===== src/common/cache_pkg.sv =====
`default_nettype none

package cache_pkg;

    // geometry
    localparam int TAG_W    = 20;
    localparam int INDEX_W  = 8;
    localparam int OFFSET_W = 4;
    localparam int WAYS     = 2;
    localparam int BANKS    = 4;    // words per line
    localparam int WORD_W   = 32;
    localparam int LINE_W   = 128;
    localparam int SETS     = 256;

    typedef logic [TAG_W-1:0]    tag_t;
    typedef logic [INDEX_W-1:0]  index_t;
    typedef logic [OFFSET_W-1:0] offset_t;
    typedef logic [WORD_W-1:0]   word_t;
    typedef logic [WORD_W/8-1:0] strb_t;
    typedef logic [LINE_W-1:0]   line_t;

    typedef logic [TAG_W+INDEX_W+OFFSET_W-1:0] paddr_t;   // line aligned on the bus
    typedef logic [$clog2(BANKS)-1:0]          bank_sel_t;

    // tag RAM word, valid in bit 0
    typedef logic [TAG_W:0] tagv_t;

    typedef enum logic [2:0] {
        idle,
        lookup,
        miss,
        replace,
        refill
    } main_state_t;

    typedef enum logic {
        sb_idle,
        sb_write
    } sb_state_t;

endpackage

`default_nettype wire


===== src/cache/cache_lookup.sv =====
`timescale 1ns/100ps
`default_nettype none

module cache_lookup
    import cache_pkg::*;
(
    input  wire              clk,
    input  wire              resetn,
    input  wire              valid,
    input  wire              op,            // 1 = store
    input  wire  index_t     index,
    input  wire  tag_t       tag,
    input  wire  offset_t    offset,
    input  wire  strb_t      wstrb,
    input  wire  word_t      wdata,
    input  wire  main_state_t state,
    input  wire              init_busy,
    input  wire  index_t     init_index,
    input  wire              sb_pending,
    input  wire  bank_sel_t  sb_busy_bank,
    input  wire  tagv_t      tagv_rdata0,
    input  wire  tagv_t      tagv_rdata1,
    input  wire  word_t      bank_rdata [WAYS*BANKS],
    output logic             addr_ok,
    output index_t           ram_index,
    output logic             req_op,
    output index_t           req_index,
    output tag_t             req_tag,
    output bank_sel_t        req_bank,
    output strb_t            req_wstrb,
    output word_t            req_wdata,
    output logic             hit,
    output logic             hit_way,
    output word_t            hit_word
);

    logic      hit0;
    logic      hit1;
    logic      raw_lookup;
    logic      raw_sb;
    bank_sel_t in_bank;

    assign in_bank = offset[OFFSET_W-1:2];    // byte offset dropped

    always_ff @(posedge clk) begin
        if (!resetn) begin
            req_op <= 1'b0;
        end else if (valid && addr_ok) begin
            req_op <= op;
        end
    end

    // request buffer payload
    always_ff @(posedge clk) begin
        if (valid && addr_ok) begin
            req_index <= index;
            req_tag   <= tag;
            req_bank  <= in_bank;
            req_wstrb <= wstrb;
            req_wdata <= wdata;
        end
    end

    assign hit0     = tagv_rdata0[0] && (tagv_rdata0[TAG_W:1] == req_tag);
    assign hit1     = tagv_rdata1[0] && (tagv_rdata1[TAG_W:1] == req_tag);
    assign hit      = (state == lookup) && (hit0 || hit1);
    assign hit_way  = hit1;
    assign hit_word = bank_rdata[{hit_way, req_bank}];

    // store in lookup now, its bank gets written a cycle later
    assign raw_lookup = hit && req_op && !op && (index == req_index) && (in_bank == req_bank);
    // store buffer holds this bank's port in the coming edge
    assign raw_sb     = sb_pending && !op && (in_bank == sb_busy_bank);

    assign addr_ok = !init_busy && ((state == idle) || hit) && !raw_lookup && !raw_sb;

    always_comb begin
        if (init_busy) begin
            ram_index = init_index;    // tag clear sweep
        end else if ((state == idle) || hit) begin
            ram_index = index;
        end else begin
            ram_index = req_index;     // miss path rereads the buffered set
        end
    end

endmodule

`default_nettype wire


===== config.mk =====
export PLATFORM = sky130hd
export DESIGN_NAME = cache_lookup
export DESIGN_NICKNAME = d
export VERILOG_FILES = /design/src/common/cache_pkg.sv /design/src/cache/cache_lookup.sv
export SDC_FILE = /design/constraint.sdc
export NUM_CORES = 1
export LEC_CHECK = 0
export BUFFER_PORTS_ARGS = -buffer_cell sky130_fd_sc_hd__buf_2
export CELL_PAD_IN_SITES_DETAIL_PLACEMENT = 0
export CELL_PAD_IN_SITES_GLOBAL_PLACEMENT = 1
export CORE_AREA = 2 2 193 195
export CTS_CLUSTER_DIAMETER = 50
export DETAILED_ROUTE_END_ITERATION = 8
export DIE_AREA = 0 0 195 197
export PLACE_DENSITY_LB_ADDON = 0.1
export SYNTH_ARGS = -nofsm -noshare
export SYNTH_HDL_FRONTEND = slang
export SYNTH_SLANG_ARGS = --single-unit

===== constraint.sdc =====
create_clock -name clk -period 2.69 [get_ports clk]
set_input_delay 0.269 -clock clk [delete_from_list [all_inputs] [get_ports clk]]
set_output_delay 0.269 -clock clk [all_outputs]
set_load 0.01 [all_outputs]

== After elaboration in Yosys (flattened, before gate mapping) ==
Index checks and enable logic that the tools add are counted.

* Bits in registers: 67
* Bits in writable memories: 0
* Logic and storage cells: 39
* ROM bits: 0
* Bits in latches: 0
* Output and inout bits: 110
* Memories kept: 0
* Input port bits: 385

* Shifts and indexed selects: 0
* Eq/ne operators: 6
* Multipliers: 0
* Multiplexer cells: 5
* $lt $le $gt $ge: 1
* Reductions and logical operators: 20
* Bitwise logic cells: 1
* Divide/modulo/power cells: 0
* $add $sub $neg: 0

{| class="wikitable"
|+ Operators by type and width
! kind !! number
|-
| binary-select mux 32 bit (select 3 bit) || 1
|-
| 2-to-1 mux 32 bit || 2
|-
| equality test 20 bit || 2
|-
| 2-to-1 mux 8 bit || 2
|-
| logical AND 1 bit || 13
|-
| equality test 8 bit || 1
|-
| equality test 2 bit || 2
|-
| greater-or-equal comparator 4 bit, second input constant || 1
|-
| logical NOT 1 bit || 4
|-
| inverter 3 -> 4 bit || 1
|-
| equality test 3 x 1 -> 1 bit, second input constant || 1
|-
| logical NOT 3 bit || 1
|-
| logical OR 1 bit || 2
|}

== Depth between registers and ports, before layout ==
* Word-level depth: 12
* Depth in mapped cells: 10
* Gate-level depth less buffers: 8

== Worst setup path after synthesis ==
No wires, ideal clock.

* Kind: register to register
* From: register req_tag[15]
* To: register req_bank[0], enable pin
* Cell stages (with the launch flop): 7
* Required time: 2.290 ns
* Path buffers: 0
* Data arrival time: 2.538 ns
* Clock period less this slack: 2.938 ns
* Setup slack: -0.248 ns
* Setup time: 0.400 ns
* Path through: edfxtp_1 xor2_1 nor4_1 nand4_1 or4_1 nand2_1 a31o_2

* Longest elaborated chain between the ends: 12
* Elaborated cells on any way between the ends: 16
* Classes of those cells: eq/ne: 2; reduce/logical: 14

{| class="wikitable"
|+ RTL lines
! element !! RTL line !! source
|-
| from (decl) || cache_lookup.sv:28 || <nowiki>output tag_t req_tag,</nowiki>
|-
| from (signal assigned) || cache_lookup.sv:57 || <nowiki>req_tag <= tag;</nowiki>
|-
| equality test 20 bit, on equally long branches || cache_lookup.sv:64, cache_lookup.sv:65 ||
|-
| logical AND 1 bit, on equally long branches || cache_lookup.sv:64, cache_lookup.sv:65 ||
|-
| logical OR 1 bit (*) || cache_lookup.sv:66 || <nowiki>assign hit = (state == lookup) && (hit0 || hit1);</nowiki>
|-
| logical AND 1 bit (*) || cache_lookup.sv:66 ||
|-
| logical AND 1 bit (4 in a row) || cache_lookup.sv:71 || <nowiki>assign raw_lookup = hit && req_op && !op && (index == req_index) && (in_bank == req_bank);</nowiki>
|-
| logical NOT 1 bit || cache_lookup.sv:75 || <nowiki>assign addr_ok = !init_busy && ((state == idle) || hit) && !raw_lookup && !raw_sb;</nowiki>
|-
| logical AND 1 bit (*) (2 in a row) || cache_lookup.sv:75 ||
|-
| logical AND 1 bit (*) || cache_lookup.sv:55 || <nowiki>if (valid && addr_ok) begin</nowiki>
|-
| to (signal assigned) || cache_lookup.sv:58 || <nowiki>req_bank <= in_bank;</nowiki>
|-
| to (decl) || cache_lookup.sv:29 || <nowiki>output bank_sel_t req_bank,</nowiki>
|}

Every way passes the cells marked *; elsewhere a longest branch is shown, timed or not.
A chain may end at the register's enable or synchronous reset.

== Worst setup path after layout ==
* From: register req_tag[14]
* To: output port ram_index[3]

* Longest elaborated chain between the ends: 7
* Elaborated cells on any way between the ends: 9
* Classes of those cells: eq/ne: 2; mux: 2; reduce/logical: 5

{| class="wikitable"
|+ RTL lines
! element !! RTL line !! source
|-
| equality test 20 bit, on equally long branches || cache_lookup.sv:64, cache_lookup.sv:65 ||
|-
| logical AND 1 bit, on equally long branches || cache_lookup.sv:64, cache_lookup.sv:65 ||
|-
| logical OR 1 bit (*) || cache_lookup.sv:66 ||
|-
| logical AND 1 bit (*) || cache_lookup.sv:66 ||
|-
| logical OR 1 bit (*) || cache_lookup.sv:80 || <nowiki>end else if ((state == idle) || hit) begin</nowiki>
|-
| 2-to-1 mux 8 bit (*) || cache_lookup.sv:80 ||
|-
| 2-to-1 mux 8 bit (*) || cache_lookup.sv:78 || <nowiki>if (init_busy) begin</nowiki>
|-
| to (decl) || cache_lookup.sv:25 || <nowiki>output index_t ram_index,</nowiki>
|}

Marked as above.

==> flow_metrics.tcl <==
set metrics [dict create \
    r2r_setup_slack_ns 0.01 \
    cpMostUsedCell "mux2_4" \
    synth_edf_count 66 \
    portBuffers 492 \
    power_density_nw_per_um2 294 \
    p_leak_nw 4.80 \
    fin_tns_setup_ns -24.96 \
    gr-usage-all-layers_pct 15.4 \
    final_cell_mix "buf_2 (481), edfxtp_1 (66), buf_4 (50), nand2_1 (42), mux2i_1 (36)" \
    worst_slack_ns -0.746 \
    synth.distinct_cells 38 \
    period_needed_ns 3.44 \
    synth-seq-area-share_pct 40.6 \
    report.final.slew_viol_count 0 \
    path_clk_slew_ns 0.06 \
    maxSlewHeadroom_pct 43.9 \
    violations "negative setup slack" \
    cts_tree "built" \
    worst_pin_slew_ns 0.841 \
    cts.path.max_buffers 2 \
    hold_buffers 0 \
    final_common_cell "buf_2" \
    cp.buffers_inverters 3 \
    cts_sinks 67 \
    drt_iter0_markers 151 \
    yosys_warnings 0 \
    start_util_pct 13.6 \
    cts_buffers 9 \
    hold_path_class "in -> reg" \
    cts.htree.levels 3 \
    utilization_pct 28.1 \
    root_buffer "clkbuf_16" \
    final_cells 1525 \
    dp_slack_ns -0.521 \
    grt_start_max_net_pins 36 \
    drc 0 \
    async_flop_share_pct 0 \
    slowest_delay_ns 0.53 \
    cap_viol_max_count 0 \
    critical_path.top_delay_family "simple AND/OR/NAND/NOR gates" \
    startpoint_type "flop" \
    syn_to_final_growth_pct 106 \
    rsz0062_at_grt "yes" \
    hpwl_um 25600 \
    wl_um 32400 \
    outcome "finished, violations left" \
    ir_drop_uv 393 \
    critPathCaptureType "primary output" \
    ys_ff_latch 67 \
    max_freq_mhz 291 \
    vias 6346 \
    overflow 0 \
    syn_area_um2 4940 \
    place_congestion 0.761 \
    antenna_found_initial 18 \
    rows 70 \
    hold_viol 0 \
    first_pass_iters 4 \
    dpl.cell_count 1471 \
    yosys_most_used_dff "edfxtp_1" \
    core_area_um2 36300 \
    synth_cells 487 \
    fin_area_um2 10200 \
    clock_latency_ns 0.34 \
    crit_type "reg -> out" \
    fp.dieW_um 195 \
    finClkSkew_ns 0.00649 \
    worst_ep_required_time_ns 2.42 \
    via_per_inst 4.16 \
    grt_pass1_vias 6672 \
    ant_nets 0 \
    arrival_ns 3.17 \
    ios 495 \
    path_cells "buf_6 -> xnor2_4 -> nand2_1 -> or4b_1 -> or2_4 -> a311o_1 -> buf_12 -> mux2_4 -> mux2_4 -> buf_2" \
    synthesis.nets 872 \
    slowest_stage "or4b_1" \
    drive_above_1_share_pct 70.9 \
    cp_max_fo 9 \
    syn_avg_cell_area_um2 10.1 \
    die-area_um2 38400 \
    placed_area_um2 8510 \
    grt_pass1_wl_um 43000 \
    fin_nets 1429 \
    finalSetupViolations 43 \
    wire_per_inst_um 21.3 \
    whs_ns 0.103 \
    die_h_um 197 \
    power.total_mw 2.99 \
    min_period_over_period_pct 128 \
]
[registers in the layout (all words and copies together), names as in the netlist]
register	cells
req_wstrb	4
req_wdata	32
req_tag	20
req_index	8
req_op	1
req_bank	2
[cells by family (layout without fill, tap and decap cells)]
| group | count (synthesis) | after routing | share of synthesized area (%) |
|---|---|---|---|
| AO/OA/AOI/OAI | 130 | 130 | 19.8 |
| XOR/XNOR | 51 | 51 | 9.05 |
| buffers and inverters | 51 | 612 | 4.06 |
| flip-flops | 67 | 67 | 40.6 |
| multiplexers | 53 | 53 | 12.0 |
| other | 0 | 9 | 0 |
| AND/OR/NAND/NOR | 135 | 135 | 14.5 |
[where the power goes]
| part | switching, mW | leakage [nW] | internal (mW) |
|---|---|---|---|
| logic | 0.331 | 4.07 | 0.436 |
| registers | 0.0115 | 0.604 | 1.17 |
| clock network | 0.438 | 0.126 | 0.609 |
| total | 0.780 | 4.80 | 2.21 |
[area by class of cell]
class	instances	area [µm²]
Timing Repair Buffer	591	3790
Fill cell	3979	26100
Clock inverter	6	33.8
Clock buffer	9	225
Antenna cell	9	22.5
Multi-Input combinational cell	369	3500
Tap cell	468	586
Inverter	6	35.0
Sequential cell	67	2000
[cell usage after synthesis (4+ instances only)]
cell,n,area (µm²)
mux2i_1,36,360
inv_1,6,22.5
a32o_1,31,310
mux2_4,8,120
edfxtp_1,66,1980
nor3b_1,31,233
nor4_1,4,25.0
a31oi_1,31,194
clkbuf_1,34,128
nand3_1,6,30.0
a21oi_1,31,155
nand4_1,11,68.8
xor2_1,11,96.3
xnor2_1,40,350
mux2_2,8,90.1
buf_1,9,33.8
a221oi_1,31,272
nand2_1,66,248
[metal layers]
layer  wire length (µm)  GRT usage (%)  share of wire [%]  vias to the layer above
li1                   -              -                  -                     3055
met1              11600           15.4                 36                     2906
met2              16800           28.9                 52                      318
met3               3000           6.04                9.2                       51
met4                832           5.03                2.6                       16
met5                114              0               0.35                        -
[worst register-to-register path, stage by stage, from the launching register on]
cell	delay, ns
edfxtp_1	0.45
xor2_1	0.22
buf_4	0.14
nand4b_1	0.18
nor4_2	0.29
nand4_1	0.11
buf_4	0.19
buf_8	0.18
nand2_1	0.13
a31o_4	0.22
bufbuf_16	0.29
[worst paths after layout]
check | cells past startpoint | endpoint | from
max | 10 | ram_index[3] | req_tag[14]
max reg2reg | 10 | req_wdata[24] | req_tag[7]
min reg2reg | 2 | req_op | req_op
min | 1 | req_tag[19] | tag[19]
[what timing repair did]
action | CTS | global route
buffers inserted | 5 | 13
endpoints found under the setup margin | 110 | 110
resized for setup | 16 | 187
pin swaps | 3 | 86
gates cloned | 2 | 10
Note: power is estimated with default switching activity, not from simulation.
