$ cat src/common/cache_pkg.sv
`default_nettype none

package cache_pkg;

    // geometry
    localparam int TAG_W    = 20;
    localparam int INDEX_W  = 8;
    localparam int OFFSET_W = 4;
    localparam int WAYS     = 2;
    localparam int BANKS    = 4;    // words per line
    localparam int WORD_W   = 32;
    localparam int LINE_W   = 128;
    localparam int SETS     = 256;

    typedef logic [TAG_W-1:0]    tag_t;
    typedef logic [INDEX_W-1:0]  index_t;
    typedef logic [OFFSET_W-1:0] offset_t;
    typedef logic [WORD_W-1:0]   word_t;
    typedef logic [WORD_W/8-1:0] strb_t;
    typedef logic [LINE_W-1:0]   line_t;

    typedef logic [TAG_W+INDEX_W+OFFSET_W-1:0] paddr_t;   // line aligned on the bus
    typedef logic [$clog2(BANKS)-1:0]          bank_sel_t;

    // tag RAM word, valid in bit 0
    typedef logic [TAG_W:0] tagv_t;

    typedef enum logic [2:0] {
        idle,
        lookup,
        miss,
        replace,
        refill
    } main_state_t;

    typedef enum logic {
        sb_idle,
        sb_write
    } sb_state_t;

endpackage

`default_nettype wire

$ cat src/cache/cache_store_buffer.sv
`timescale 1ns/100ps
`default_nettype none

module cache_store_buffer
    import cache_pkg::*;
(
    input  wire              clk,
    input  wire              resetn,
    input  wire  main_state_t state,
    input  wire              hit,
    input  wire              hit_way,
    input  wire              req_op,
    input  wire  index_t     req_index,
    input  wire  bank_sel_t  req_bank,
    input  wire  strb_t      req_wstrb,
    input  wire  word_t      req_wdata,
    input  wire  word_t      hit_word,
    input  wire              refill_we,
    input  wire  bank_sel_t  refill_bank,
    input  wire              victim_way,
    input  wire              ret_valid,
    input  wire  word_t      ret_data,
    input  wire              miss_data_ok,
    output strb_t            bank_we [WAYS*BANKS],
    output word_t            bank_wdata [BANKS],
    output logic             sb_pending,
    output index_t           sb_busy_index,
    output bank_sel_t        sb_busy_bank,
    output logic             data_ok,
    output word_t            rdata
);

    sb_state_t sb_state;
    logic      sb_way;
    strb_t     sb_wstrb;
    word_t     sb_wdata;
    word_t     refill_word;
    logic      store_hit;

    assign store_hit = hit && req_op;

    always_ff @(posedge clk) begin
        if (!resetn) begin
            sb_state <= sb_idle;
        end else begin
            case (sb_state)
                sb_idle:  if (store_hit) sb_state <= sb_write;
                sb_write: if (!store_hit) sb_state <= sb_idle;    // back to back stores stay
                default:  sb_state <= sb_idle;
            endcase
        end
    end

    always_ff @(posedge clk) begin
        if (store_hit) begin
            sb_way        <= hit_way;
            sb_busy_index <= req_index;
            sb_busy_bank  <= req_bank;
            sb_wstrb      <= req_wstrb;
            sb_wdata      <= req_wdata;
        end
    end

    assign sb_pending = (sb_state == sb_write);

    // write miss bytes go straight into the refilled word
    always_comb begin
        refill_word = ret_data;
        if (req_op && (refill_bank == req_bank)) begin
            for (int b = 0; b < WORD_W / 8; b++) begin
                if (req_wstrb[b]) refill_word[8*b +: 8] = req_wdata[8*b +: 8];
            end
        end
    end

    always_comb begin
        for (int k = 0; k < WAYS * BANKS; k++) begin
            bank_we[k] = '0;
            if (sb_pending && (k == {sb_way, sb_busy_bank})) begin
                bank_we[k] = sb_wstrb;
            end else if (refill_we && (k == {victim_way, refill_bank})) begin
                bank_we[k] = '1;
            end
        end
    end

    for (genvar b = 0; b < BANKS; b++) begin : g_wdata
        assign bank_wdata[b] = sb_pending ? sb_wdata : refill_word;
    end

    assign data_ok = hit || miss_data_ok;
    assign rdata   = ((state == refill) && ret_valid) ? ret_data : hit_word;

endmodule

`default_nettype wire

$ cat config.mk
export PLATFORM = sky130hd
export DESIGN_NAME = cache_store_buffer
export DESIGN_NICKNAME = d
export VERILOG_FILES = /design/src/common/cache_pkg.sv /design/src/cache/cache_store_buffer.sv
export SDC_FILE = /design/constraint.sdc
export NUM_CORES = 1
export LEC_CHECK = 0
export BUFFER_PORTS_ARGS = -buffer_cell sky130_fd_sc_hd__buf_2
export CAP_MARGIN = 30
export CORE_AREA = 2 2 128 130
export CTS_CLUSTER_SIZE = 40
export DETAILED_ROUTE_END_ITERATION = 10
export DIE_AREA = 0 0 130 132
export GPL_ROUTABILITY_DRIVEN = 0
export PLACE_DENSITY = 0.69
export RECOVER_POWER = 100
export SETUP_SLACK_MARGIN = 0.1
export SLEW_MARGIN = 20
export SYNTH_ARGS = -nofsm -noshare
export SYNTH_HDL_FRONTEND = slang
export SYNTH_SLANG_ARGS = --single-unit
$ cat constraint.sdc
create_clock -name clk -period 2.75 [get_ports clk]
set_input_delay 0.55 -clock clk [delete_from_list [all_inputs] [get_ports clk]]
set_output_delay 0.55 -clock clk [all_outputs]
set_load 0.01 [all_outputs]
== After elaboration in Yosys (flattened, before gate mapping) ==
Cells that the tools add are included.

* Register bits: 48
* Bits of input ports: 124
* Output and inout port bits: 204
* Logic and storage cells: 68

* Equality and inequality tests: 16
* Mux-type cells: 24
* Reductions and logical operators: 22

{| class="wikitable"
|+ Operator list
! operator !! count
|-
| 2-to-1 mux 32 bit || 3
|-
| 2-to-1 mux 4 bit || 16
|-
| 2-to-1 mux 8 bit || 4
|-
| equality test 3 bit, first input constant || 8
|-
| logical AND 1 bit || 19
|-
| equality test 2 x 3 -> 1 bit, first input constant || 4
|-
| equality test 1 x 3 -> 1 bit, first input constant || 2
|-
| zero test 3 bit || 2
|-
| equality test 3 bit, second input constant || 1
|-
| equality test 2 bit || 1
|-
| logical OR 1 bit || 1
|-
| 2-to-1 mux 1 bit || 1
|}

== Longest topological paths before layout ==
Gate-level depths: netlist of the first run.

* Depth in word-level cells: 4
* Mapped depth: 6
* Gate-level depth less buffers: 3

== Worst setup path before layout of the first run ==
No wires, ideal clock.

* Path kind: input-to-output
* Start: input port refill_bank[0]
* End: output port bank_wdata[100] (netlist bit)
* Arrival: 1.796 ns
* Required time: 2.200 ns
* Slack: 0.404 ns
* Stages: 6
* Buffers on the path: 3
* Cell sequence: buf_4 xnor2_2 buf_2 a41oi_1 a21oi_1 buf_4

{| class="wikitable"
|+ RTL lines
! element !! RTL line !! text
|-
| start, declared || cache_store_buffer.sv:19 || <nowiki>input wire bank_sel_t refill_bank,</nowiki>
|-
| end, declared || cache_store_buffer.sv:25 || <nowiki>output word_t bank_wdata [BANKS],</nowiki>
|}

==> results by group, run 1 <==
Outcome
  • Status: finished, violations left
  • Failing checks: capacitance limit

Power
  • Comb power frac: 33.2%
  • Maximum VDD drop: 0.242 mV
  • Pint: 1590 uW
  • Clock share of power: 30.3%
  • Leakage: 0.00196 uW
  • Switching power: 829 uW
  • Net Sw Frac: 34.2%
  • PwrDens: 453 nW/um^2
  • Sequential share of power: 36.5%

Yosys
  • FF+latch count, synth: 48
  • Largest family of logic cells by synthesized area: compound AO/OA/AOI/OAI gates
  • Synth Area in Adders: 0%
  • Mux share of post-synthesis cell area: 8.63%
  • Seq/Total Area, Yosys: 34.3%
  • Synthesized area: 4180 sq um
  • Synth Area in XOR/XNOR: 1.20%
  • Post-Syn Area per Cell: 10.2 sq um
  • Post-synth cell types: 30
  • Synth Area in Compound Gates: 26.3%
  • Simple-gate share of the synthesized area: 7.94%
  • Synth warn: 0
  • Syn Nets: 535
  • Synth Instances: 411

Cells and area
  • Ant. Diodes: 0
  • Fill count: 1757
  • P&R area growth vs syn: 28.0%
  • Utilization after layout: 34.0%
  • Commonest non-fill, non-tap cell in the layout: clkbuf_1
  • Nets: 756
  • Fin cells: 849
  • Layout cells sized above 1: 33.2%
  • Footprint of the multi-input gates: 1870 sq um
  • Most frequent cells in the layout: clkbuf_1, buf_2, edfxtp_1
  • Register area: 1430 sq um

Place
  • Hpwl dp: 11200 microns
  • Dpl cells: 835
  • I/O Buffers: 327

Routing
  • Detail Route Antenna Nets: 0
  • Vias per cell: 4.82
  • Mean routed wirelength per cell: 17.4 microns
  • DRT iter0 DRCs: 177
  • DRT Pass-1 Iters: 6
  • Vias: 4092
  • Drt drc: 0
  • WL final: 14800 microns

Critical path
  • Critical path required time: 2.20 ns
  • Critical Path Fanout Max: 24
  • Worst setup EP type: output pin
  • Critical path arrival: 2.03 ns
  • Worst setup SP type: input port
  • Setup CP Type: in2out

Timing
  • Worst-margin pin slew: 1.49 ns
  • Fmax: 0.388 GHz
  • RSZ-0062 raised after global routing: false
  • Worst hold margin: 0.418 ns
  • Final Setup Violations: 0
  • Fin Setup TNS: 0 ns
  • Final hold violations: 0
  • Max Slew Vio Count: 0
  • Slew HR: 0.322%
  • Fin crit share: 93.8%
  • Tmin final: 2.58 ns

GRT
  • All-Layer GR Usage: 16.3%
  • Largest net degree at the start of global routing: 66
  • First-pass GRT wire length: 21600 microns
  • Number of global-route vias before repair: 3809
  • Initial antenna violation count: 0
  • Grt total ovfl: 0

Run
  • Max Cap Violations: 1

Clock tree
  • Root buffer cell: clkbuf_16
  • Clock-pin slew on the worst setup and hold paths: 0.08 ns
  • CTS tree: done
  • CTS max path bufs: 2
  • Clock sinks: 48
  • CTS Hold Bufs: 0
  • Number of CTS-inserted buffers: 5
  • CTS H-tree lvls: 2

Die
  • Core ar.: 15700 sq um
  • Num rows: 46
  • IO Pins: 328
  • Die W: 130 microns
  • Initial Util: 26.6%
  • Die Span Y: 132 microns
  • Die area: 17200 sq um

Worst hold path
  • Worst hold path startpoint: req_index[4]
  • Hold path cells: 1
  • Hold WC Path Type: in2reg
  • End of the worst hold path: sb_busy_index[4]
-- per-layer routing --
layer	vias to the layer above	global-route usage (%)	wire length [microns]
met3	15	2.56	1090
met4	0	4.24	207
met1	1911	20.2	6040
met5	-	0	0
met2	254	29.0	7450
li1	1912	-	-
-- power groups by stage --
stage	Combinational, uW	Clock (uW)	Sequential (uW)
finish	803	733	884
global route	877	784	890
CTS	871	760	885
detailed placement	857	0	902
global placement	853	0	898
floorplan	600	0	891
-- per-stage QoR --
stage                     cell area (sq um)  worst slack (ns)  total power, uW
final                                  5350             0.169             2420
after global routing                   5350            0.0755             2550
after CTS                              5640             0.208             2520
after global placement                 5440             0.129             1750
after detailed placement               5440            0.0756             1760
after floorplan                        4180             0.404             1490
-- worst max-delay path by stage --
stage | from | endpoint | slack (ns)
final | req_bank[0] | bank_wdata[16] | 0.17
after global routing | req_bank[0] | bank_wdata[46] | 0.08
after CTS | sb_busy_bank[0] | bank_we[8] | 0.21
after detailed placement | refill_bank[0] | bank_wdata[34] | 0.08
after global placement | refill_bank[0] | bank_wdata[98] | 0.13
after floorplan | refill_bank[0] | bank_wdata[100] | 0.40
-- cells in the mapped netlist --
library cell | n | share of area [%]
nor2b_1 | 34 | 5.1
and2b_1 | 1 | 0.18
xor2_2 | 1 | 0.39
buf_1 | 7 | 0.63
a21oi_1 | 32 | 3.8
nor2_2 | 1 | 0.15
xnor2_1 | 1 | 0.21
a31o_2 | 24 | 5.0
and3_1 | 1 | 0.15
buf_4 | 97 | 17
a2111oi_4 | 2 | 1.3
xnor2_2 | 1 | 0.39
or2_2 | 1 | 0.15
a41oi_1 | 32 | 6.7
edfxtp_1 | 47 | 34
xor2_1 | 1 | 0.21
dfxtp_1 | 1 | 0.48
mux2_2 | 30 | 8.1
o31ai_1 | 32 | 5.8
buf_2 | 24 | 2.9
a311oi_2 | 1 | 0.36
nor3_2 | 1 | 0.24
nand2b_1 | 3 | 0.45
clkbuf_1 | 8 | 0.72
and2_1 | 6 | 0.90
a311oi_1 | 1 | 0.21
mux2_1 | 2 | 0.54
a211oi_2 | 4 | 1.2
nand2_1 | 7 | 0.63
a41o_1 | 8 | 1.9
-- registers in the layout, indices dropped and copies added, names as in the netlist --
register	flops
sb_busy_bank	2
sb_busy_index	8
sb_pending	1
sb_wstrb	4
sb_wdata	32
sb_way	1
-- worst max-delay path: stages --
cell	delay, ns
buf_2	0.14
clkbuf_1	0.25
xor2_4	0.21
buf_12	0.21
o31ai_1	0.09
a21oi_1	0.37
clkbuf_1	0.20
-- repair_timing --
| action | in CTS | in global routing |
|---|---|---|
| pin swaps | 1 | 0 |
| resized for setup | 2 | 1 |
| setup buffers | 2 | 4 |
| setup endpoints to repair | 24 | 14 |
-- cell families after synthesis --
kind of cell	after synthesis
muxes	32
buffers and inverters	136
DFF	48
xor gates and xnor gates	4
and+or+nand+nor	55
AOI/OAI and AO/OA	136
-- layout make-up --
class	count	share of cell area [%]
timing repair buffer	350	30.0
clock buffer	5	2.34
sequential	48	26.8
multi-input combinational	227	34.9
tap	216	5.05
clock inverter	3	0.865
No activity file was read; power rests on OpenSTA's default activity.
==> run 2: changes to the inputs <==
MAX_ROUTING_LAYER = met4   (was not set)
==> run 2 against run 1 <==
  * The run now ends clean
  * Fmax up 0.35%
  * Cell area unchanged
  * Sequential power about the same
  * Sequential cell count unchanged
  * Count of clock-buffer cells in the layout unchanged
  * Routed wire length down 0.16%
  * Sequential share of layout area unchanged
  * Utilization unchanged
  * First-iteration DRC count down 2.3%
==> results by group, run 2 (synthesis results as in run 1) <==
Routing
  • WL final: 14800 microns (about the same)
  • Mean routed wirelength per cell: 17.4 microns (about the same)
  • DRT iter0 DRCs: 173 (was 177)
  • Detail Route Antenna Nets: 0 (unchanged)
  • Vias: 4089 (was 4092)
  • Vias per cell: 4.82 (about the same)
  • Drt drc: 0 (unchanged)
  • DRT Pass-1 Iters: 6 (unchanged)

Timing
  • Final Setup Violations: 0 (unchanged)
  • Fin Setup TNS: 0 ns (unchanged)
  • RSZ-0062 raised after global routing: false (unchanged)
  • Tmin final: 2.57 ns (was 2.58 ns)
  • Max Slew Vio Count: 0 (unchanged)
  • Slew HR: 0.598% (was 0.322%)
  • Final hold violations: 0 (unchanged)
  • Fmax: 0.389 GHz (was 0.388 GHz)
  • Fin crit share: 93.5% (was 93.8%)
  • Worst-margin pin slew: 1.49 ns (about the same)

Place
  • Dpl cells: 835 (unchanged)
  • I/O Buffers: 327 (unchanged)
  • Hpwl dp: 11200 microns (unchanged)

Critical path
  • Max stage delay on crit path: 0.35 ns (was 0.37 ns)
  • Critical path required time: 2.20 ns (about the same)
  • Delay-heaviest family, CP: buffers and inverters (unchanged)
  • Critical path arrival: 2.02 ns (was 2.03 ns)
  • Setup CP Type: in2out (unchanged)
  • Critical-path top delay cell: a21oi_1 (unchanged)
  • Critical Path Fanout Max: 24 (unchanged)
  • Bufs and invs on worst path: 4 (unchanged)
  • Critical Path, Cell by Cell: buf_2, clkbuf_1, xor2_4, buf_12, o31ai_1, a21oi_1, buf_2 (was buf_2, clkbuf_1, xor2_4, buf_12, o31ai_1, a21oi_1, clkbuf_1)
  • Worst setup EP type: output pin (unchanged)
  • Worst setup SP type: input port (unchanged)
  • Crit-path most repeated cell: buf_2 (was clkbuf_1)

GRT
  • Number of global-route vias before repair: 3811 (was 3809)
  • First-pass GRT wire length: 21600 microns (about the same)
  • Largest net degree at the start of global routing: 66 (unchanged)
  • Initial antenna violation count: 0 (unchanged)
  • All-Layer GR Usage: 16.7% (was 16.3%)
  • Grt total ovfl: 0 (unchanged)

Cells and area
  • Layout cells sized above 1: 33.2% (unchanged)
  • Most frequent cells in the layout: clkbuf_1, buf_2, edfxtp_1 (unchanged)
  • Nets: 756 (unchanged)
  • Largest register FFs: 32 (unchanged)
  • P&R area growth vs syn: 28.0% (unchanged)
  • Commonest non-fill, non-tap cell in the layout: clkbuf_1 (unchanged)
  • Ant. Diodes: 0 (unchanged)
  • Fill count: 1757 (unchanged)
  • Fin cells: 849 (unchanged)
  • Biggest regs: sb_wdata (32), sb_busy_index (8), sb_wstrb (4) (unchanged)
  • Largest reg by FF count: sb_wdata (unchanged)

Worst hold path
  • Worst hold path startpoint: req_index[4] (unchanged)
  • Hold WC Path Type: in2reg (unchanged)
  • End of the worst hold path: sb_busy_index[4] (unchanged)
  • Hold path cells: 1 (unchanged)

Clock tree
  • Number of CTS-inserted buffers: 5 (unchanged)
  • Clock sinks: 48 (unchanged)
  • CTS tree: done (unchanged)
  • Clock-pin slew on the worst setup and hold paths: 0.07 ns (was 0.08 ns)
  • CTS H-tree lvls: 2 (unchanged)
  • CTS max path bufs: 2 (unchanged)
  • Root buffer cell: clkbuf_16 (unchanged)

Die
  • Num rows: 46 (unchanged)
  • IO Pins: 328 (unchanged)
  • Die Span Y: 132 microns (unchanged)
  • Die area: 17200 sq um (unchanged)
  • Initial Util: 26.6% (unchanged)
  • Core ar.: 15700 sq um (unchanged)
  • Die W: 130 microns (unchanged)

Outcome
  • Status: finished clean (was finished, violations left)

Power
  • Maximum VDD drop: 0.237 mV (was 0.242 mV)
  • PwrDens: 452 nW/um^2 (was 453 nW/um^2)
  • Tot Pwr: 2420 uW (about the same)
  • Leakage: 0.00196 uW (unchanged)

Run
  • Max Cap Violations: 0 (was 1)
==> run 2: cell counts in the layout (fill, tap and decap cells not counted) <==
Identical to the previous run, type by type.
==> run 2: worst max path at each step <==
stage | start | endpoint | slack [ns] | cells after the start
6_report | req_bank[0] | bank_wdata[46] | 0.18 | 7
5_1_grt | req_bank[0] | bank_wdata[46] | 0.08 | 7
4_1_cts | sb_busy_bank[0] | bank_we[8] | 0.21 | 4
3_5_place_dp | refill_bank[0] | bank_wdata[34] | 0.08 | 6
3_3_place_gp | refill_bank[0] | bank_wdata[98] | 0.13 | 6
2_1_floorplan | refill_bank[0] | bank_wdata[100] | 0.40 | 6
==> run 2: per-stage QoR <==
stage	util [%]	hold WS, ns	area (sq um)	setup WS (ns)
2_1_floorplan	-	0.649	4180	0.404
3_3_place_gp	34.6	0.727	5440	0.129
3_5_place_dp	34.6	0.730	5440	0.0756
4_1_cts	35.9	0.408	5640	0.208
5_1_grt	34.0	0.408	5350	0.0755
6_report	34.0	0.420	5350	0.178
==> run 2: what timing repair did <==
item,in CTS,in global routing
endpoints found under the setup margin,24,14
setup buffers,2,4
hold buffers,0,0
cloned,0,0
resized for setup,2,1
pin swaps,1,0
==> run 2: routing by layer <==
layer	track usage, %	part of all wire [%]	vias up
li1	-	-	1913
met1	20.1	41	1914
met2	29.0	51	249
met3	2.52	7.1	13
met4	4.24	1.4	0
met5	-	0	-
==> run 2: final cells by class <==
cell class	count	area, sq um	area share (%)
Multi-Input combinational cell	227	1870	34.9
Clock inverter	3	46.3	0.865
Clock buffer	5	125	2.34
Timing Repair Buffer	350	1610	30.0
Sequential cell	48	1430	26.8
Tap cell	216	270	5.05
==> run 2: power by group <==
part           total [uW]  internal, uW  leakage (uW)  switching, uW
clock network         730           433     0.0000804            297
logic                 804           302       0.00143            502
registers             884           857      0.000450           26.7
==> run 3: changes to the inputs <==
ABC_AREA = 1   (was not set)
REMOVE_ABC_BUFFERS = 1   (was not set)
==> run 3 against run 2 <==
  * Setup slack better by 0.096 ns
  * Sequential share of layout area up 0.65 points
  * Die area did not move
==> results by group, run 3 <==
Outcome
  • Status: finished clean (unchanged)

Cells and area
  • Nets: 960 (was 756)
  • Largest reg by FF count: sb_wdata (unchanged)
  • Commonest non-fill, non-tap cell in the layout: nand2_1 (was clkbuf_1)
  • Fin cells: 1053 (was 849)
  • Largest register FFs: 32 (unchanged)
  • P&R area growth vs syn: 23.8% (was 28.0%)
  • Most frequent cells in the layout: nand2_1, clkbuf_1, buf_2 (was clkbuf_1, buf_2, edfxtp_1)
  • Biggest regs: sb_wdata (32), sb_busy_index (8), sb_wstrb (4) (unchanged)
  • Final Instance Area: 5220 sq um (was 5350 sq um)
  • Ant. Diodes: 0 (unchanged)
  • Fill count: 1838 (was 1757)
  • Layout cells sized above 1: 19.2% (was 33.2%)

Critical path
  • Critical Path, Cell by Cell: inv_1, buf_4, nand2_1, nand2_1, clkbuf_1 (was buf_2, clkbuf_1, xor2_4, buf_12, o31ai_1, a21oi_1, buf_2)
  • Bufs and invs on worst path: 3 (was 4)
  • Critical path required time: 2.20 ns (about the same)
  • Critical path arrival: 1.93 ns (was 2.02 ns)
  • Worst setup SP type: flip-flop (was input port)
  • Critical-path top delay cell: inv_1 (was a21oi_1)
  • Setup CP Type: reg2out (was in2out)
  • Max stage delay on crit path: 0.49 ns (was 0.35 ns)
  • Delay-heaviest family, CP: buffers and inverters (unchanged)
  • Critical Path Fanout Max: 17 (was 24)
  • Worst setup EP type: output pin (unchanged)
  • Crit-path most repeated cell: nand2_1 (was buf_2)

GRT
  • First-pass GRT wire length: 20600 microns (was 21600 microns)
  • Largest net degree at the start of global routing: 65 (was 66)
  • All-Layer GR Usage: 15.5% (was 16.7%)
  • Initial antenna violation count: 0 (unchanged)
  • Number of global-route vias before repair: 4017 (was 3811)
  • Grt total ovfl: 0 (unchanged)

Routing
  • Drt drc: 0 (unchanged)
  • DRT iter0 DRCs: 238 (was 173)
  • Vias: 4451 (was 4089)
  • Vias per cell: 4.23 (was 4.82)
  • DRT Pass-1 Iters: 4 (was 6)
  • WL final: 13900 microns (was 14800 microns)
  • Mean routed wirelength per cell: 13.2 microns (was 17.4 microns)
  • Detail Route Antenna Nets: 0 (unchanged)

Die
  • IO Pins: 328 (unchanged)
  • Die Span Y: 132 microns (unchanged)
  • Die W: 130 microns (unchanged)
  • Die area: 17200 sq um (unchanged)
  • Initial Util: 26.8% (was 26.6%)
  • Num rows: 46 (unchanged)
  • Core ar.: 15700 sq um (unchanged)

Clock tree
  • Postcts setup bufs: 0 (was 2)
  • CTS Hold Bufs: 0 (unchanged)
  • Number of CTS-inserted buffers: 5 (unchanged)
  • CTS H-tree lvls: 2 (unchanged)
  • Post-CTS sizing: 0 (was 2)
  • Root buffer cell: clkbuf_16 (unchanged)
  • CTS max path bufs: 2 (unchanged)
  • CTS tree: done (unchanged)
  • Clock sinks: 48 (unchanged)
  • Clock-pin slew on the worst setup and hold paths: 0.07 ns (about the same)

Worst hold path
  • Hold WC Path Type: in2reg (unchanged)

Yosys
  • Count leader, synth: nand2_1 (was buf_4)
  • Synth Instances: 615 (was 411)
  • Share of the synthesized area in the top cell type: 33.5% (was 33.8%)
  • EDFF count, synth: 47 (unchanged)
  • Top post-synthesis cells by count: nand2_1, buf_4, o21ai_0 (was buf_4, edfxtp_1, nor2b_1)
  • Post-synth cell types: 20 (was 30)
  • Synth warn: 0 (unchanged)
  • Cell accounting for the most synthesized area: edfxtp_1 (unchanged)
  • Ys flop type: edfxtp_1 (unchanged)
  • FFs w/ async S/R, synth: 0% (unchanged)
  • Post-Syn Area per Cell: 6.85 sq um (was 10.2 sq um)
  • Synthesized area: 4210 sq um (was 4180 sq um)
  • FF+latch count, synth: 48 (unchanged)
  • Seq/Total Area, Yosys: 34.0% (was 34.3%)
  • Synth area leaders: edfxtp_1, nand2_1, buf_4 (was edfxtp_1, buf_4, mux2_2)

Timing
  • Final hold violations: 0 (unchanged)
  • Fmax: 0.404 GHz (was 0.389 GHz)
  • Tmin final: 2.48 ns (was 2.57 ns)
  • Fin crit share: 90.0% (was 93.5%)
  • Worst-margin pin slew: 0.813 ns (was 1.49 ns)
  • Max Slew Vio Count: 0 (unchanged)
  • Slew HR: 45.8% (was 0.598%)
  • Final Setup Violations: 0 (unchanged)
  • RSZ-0062 raised after global routing: false (unchanged)
  • PnR worst setup slack: 0.275 ns (was 0.178 ns)

Place
  • Dpl cells: 1044 (was 835)
  • Placed instance area: 5330 sq um (was 5440 sq um)
  • I/O Buffers: 327 (unchanged)
  • Setup WS pre-CTS: 0.157 ns (was 0.0756 ns)
  • Hpwl dp: 10500 microns (was 11200 microns)

Power
  • Tot Pwr: 2220 uW (was 2420 uW)
  • Maximum VDD drop: 0.211 mV (was 0.237 mV)
  • PwrDens: 426 nW/um^2 (was 452 nW/um^2)
  • Leakage: 0.00256 uW (was 0.00196 uW)

Run
  • Max Cap Violations: 0 (unchanged)
run 3: cell count changes in the layout (fill, tap and decap cells not counted), sizes merged, moves of 34 or more:
| cell | before | now |
|---|---|---|
| nor2b | 34 | 0 |
| nand2 | 7 | 240 |
| inv | 1 | 52 |
| nand3 | 0 | 44 |
| o21ai | 0 | 95 |
run 3: cells by family (layout without fill, tap and decap cells):
group / count (synthesis) / count (layout) / share of synthesized area, %
simple gates: 296 / 297 / 28.9
buf+inv: 174 / 395 / 25.5
compound gates: 97 / 97 / 11.6
flops: 48 / 48 / 34.0
run 3: per-layer routing:
layer,vias to the layer above,routed length (microns),GRT usage [%],share of wire [%]
met3,12,826,2.15,6.0
met4,0,157,2.99,1.1
met1,1942,5850,18.6,42
met5,-,0,-,0
li1,2305,-,-,-
met2,192,7030,27.4,51
run 3: per-stage QoR:
stage	setup TNS [ns]	hold WS, ns	util [%]
finish	0	0.433	33.2
global route	0	0.410	33.2
CTS	0	0.413	34.8
detailed placement	0	0.728	33.9
global placement	0	0.727	33.9
floorplan	-1.70	0.649	-
run 3: worst paths after layout:
check	startpoint	end	slack, ns	depth (start not counted)
worst min-delay path	req_index[1]	sb_busy_index[1]	0.43	1
worst max-delay path	sb_pending	bank_wdata[93]	0.27	5
run 3: where the power goes:
part | total [uW] | internal (uW) | leakage, uW | switching, uW
clock network | 601 | 331 | 0.0000710 | 270
logic | 748 | 248 | 0.00204 | 500
registers | 873 | 858 | 0.000449 | 15.2
total | 2220 | 1440 | 0.00256 | 785
run 3: area by class of cell:
cell class / instances / area (sq um) / share of cell area, %
repair buffers: 335 / 1460 / 28.0
clock buffers: 5 / 125 / 2.40
flip-flops and latches: 48 / 1430 / 27.4
clock inverters: 3 / 13.8 / 0.264
multi-input cells: 394 / 1720 / 32.9
inverters: 52 / 195 / 3.74
well taps: 216 / 270 / 5.18
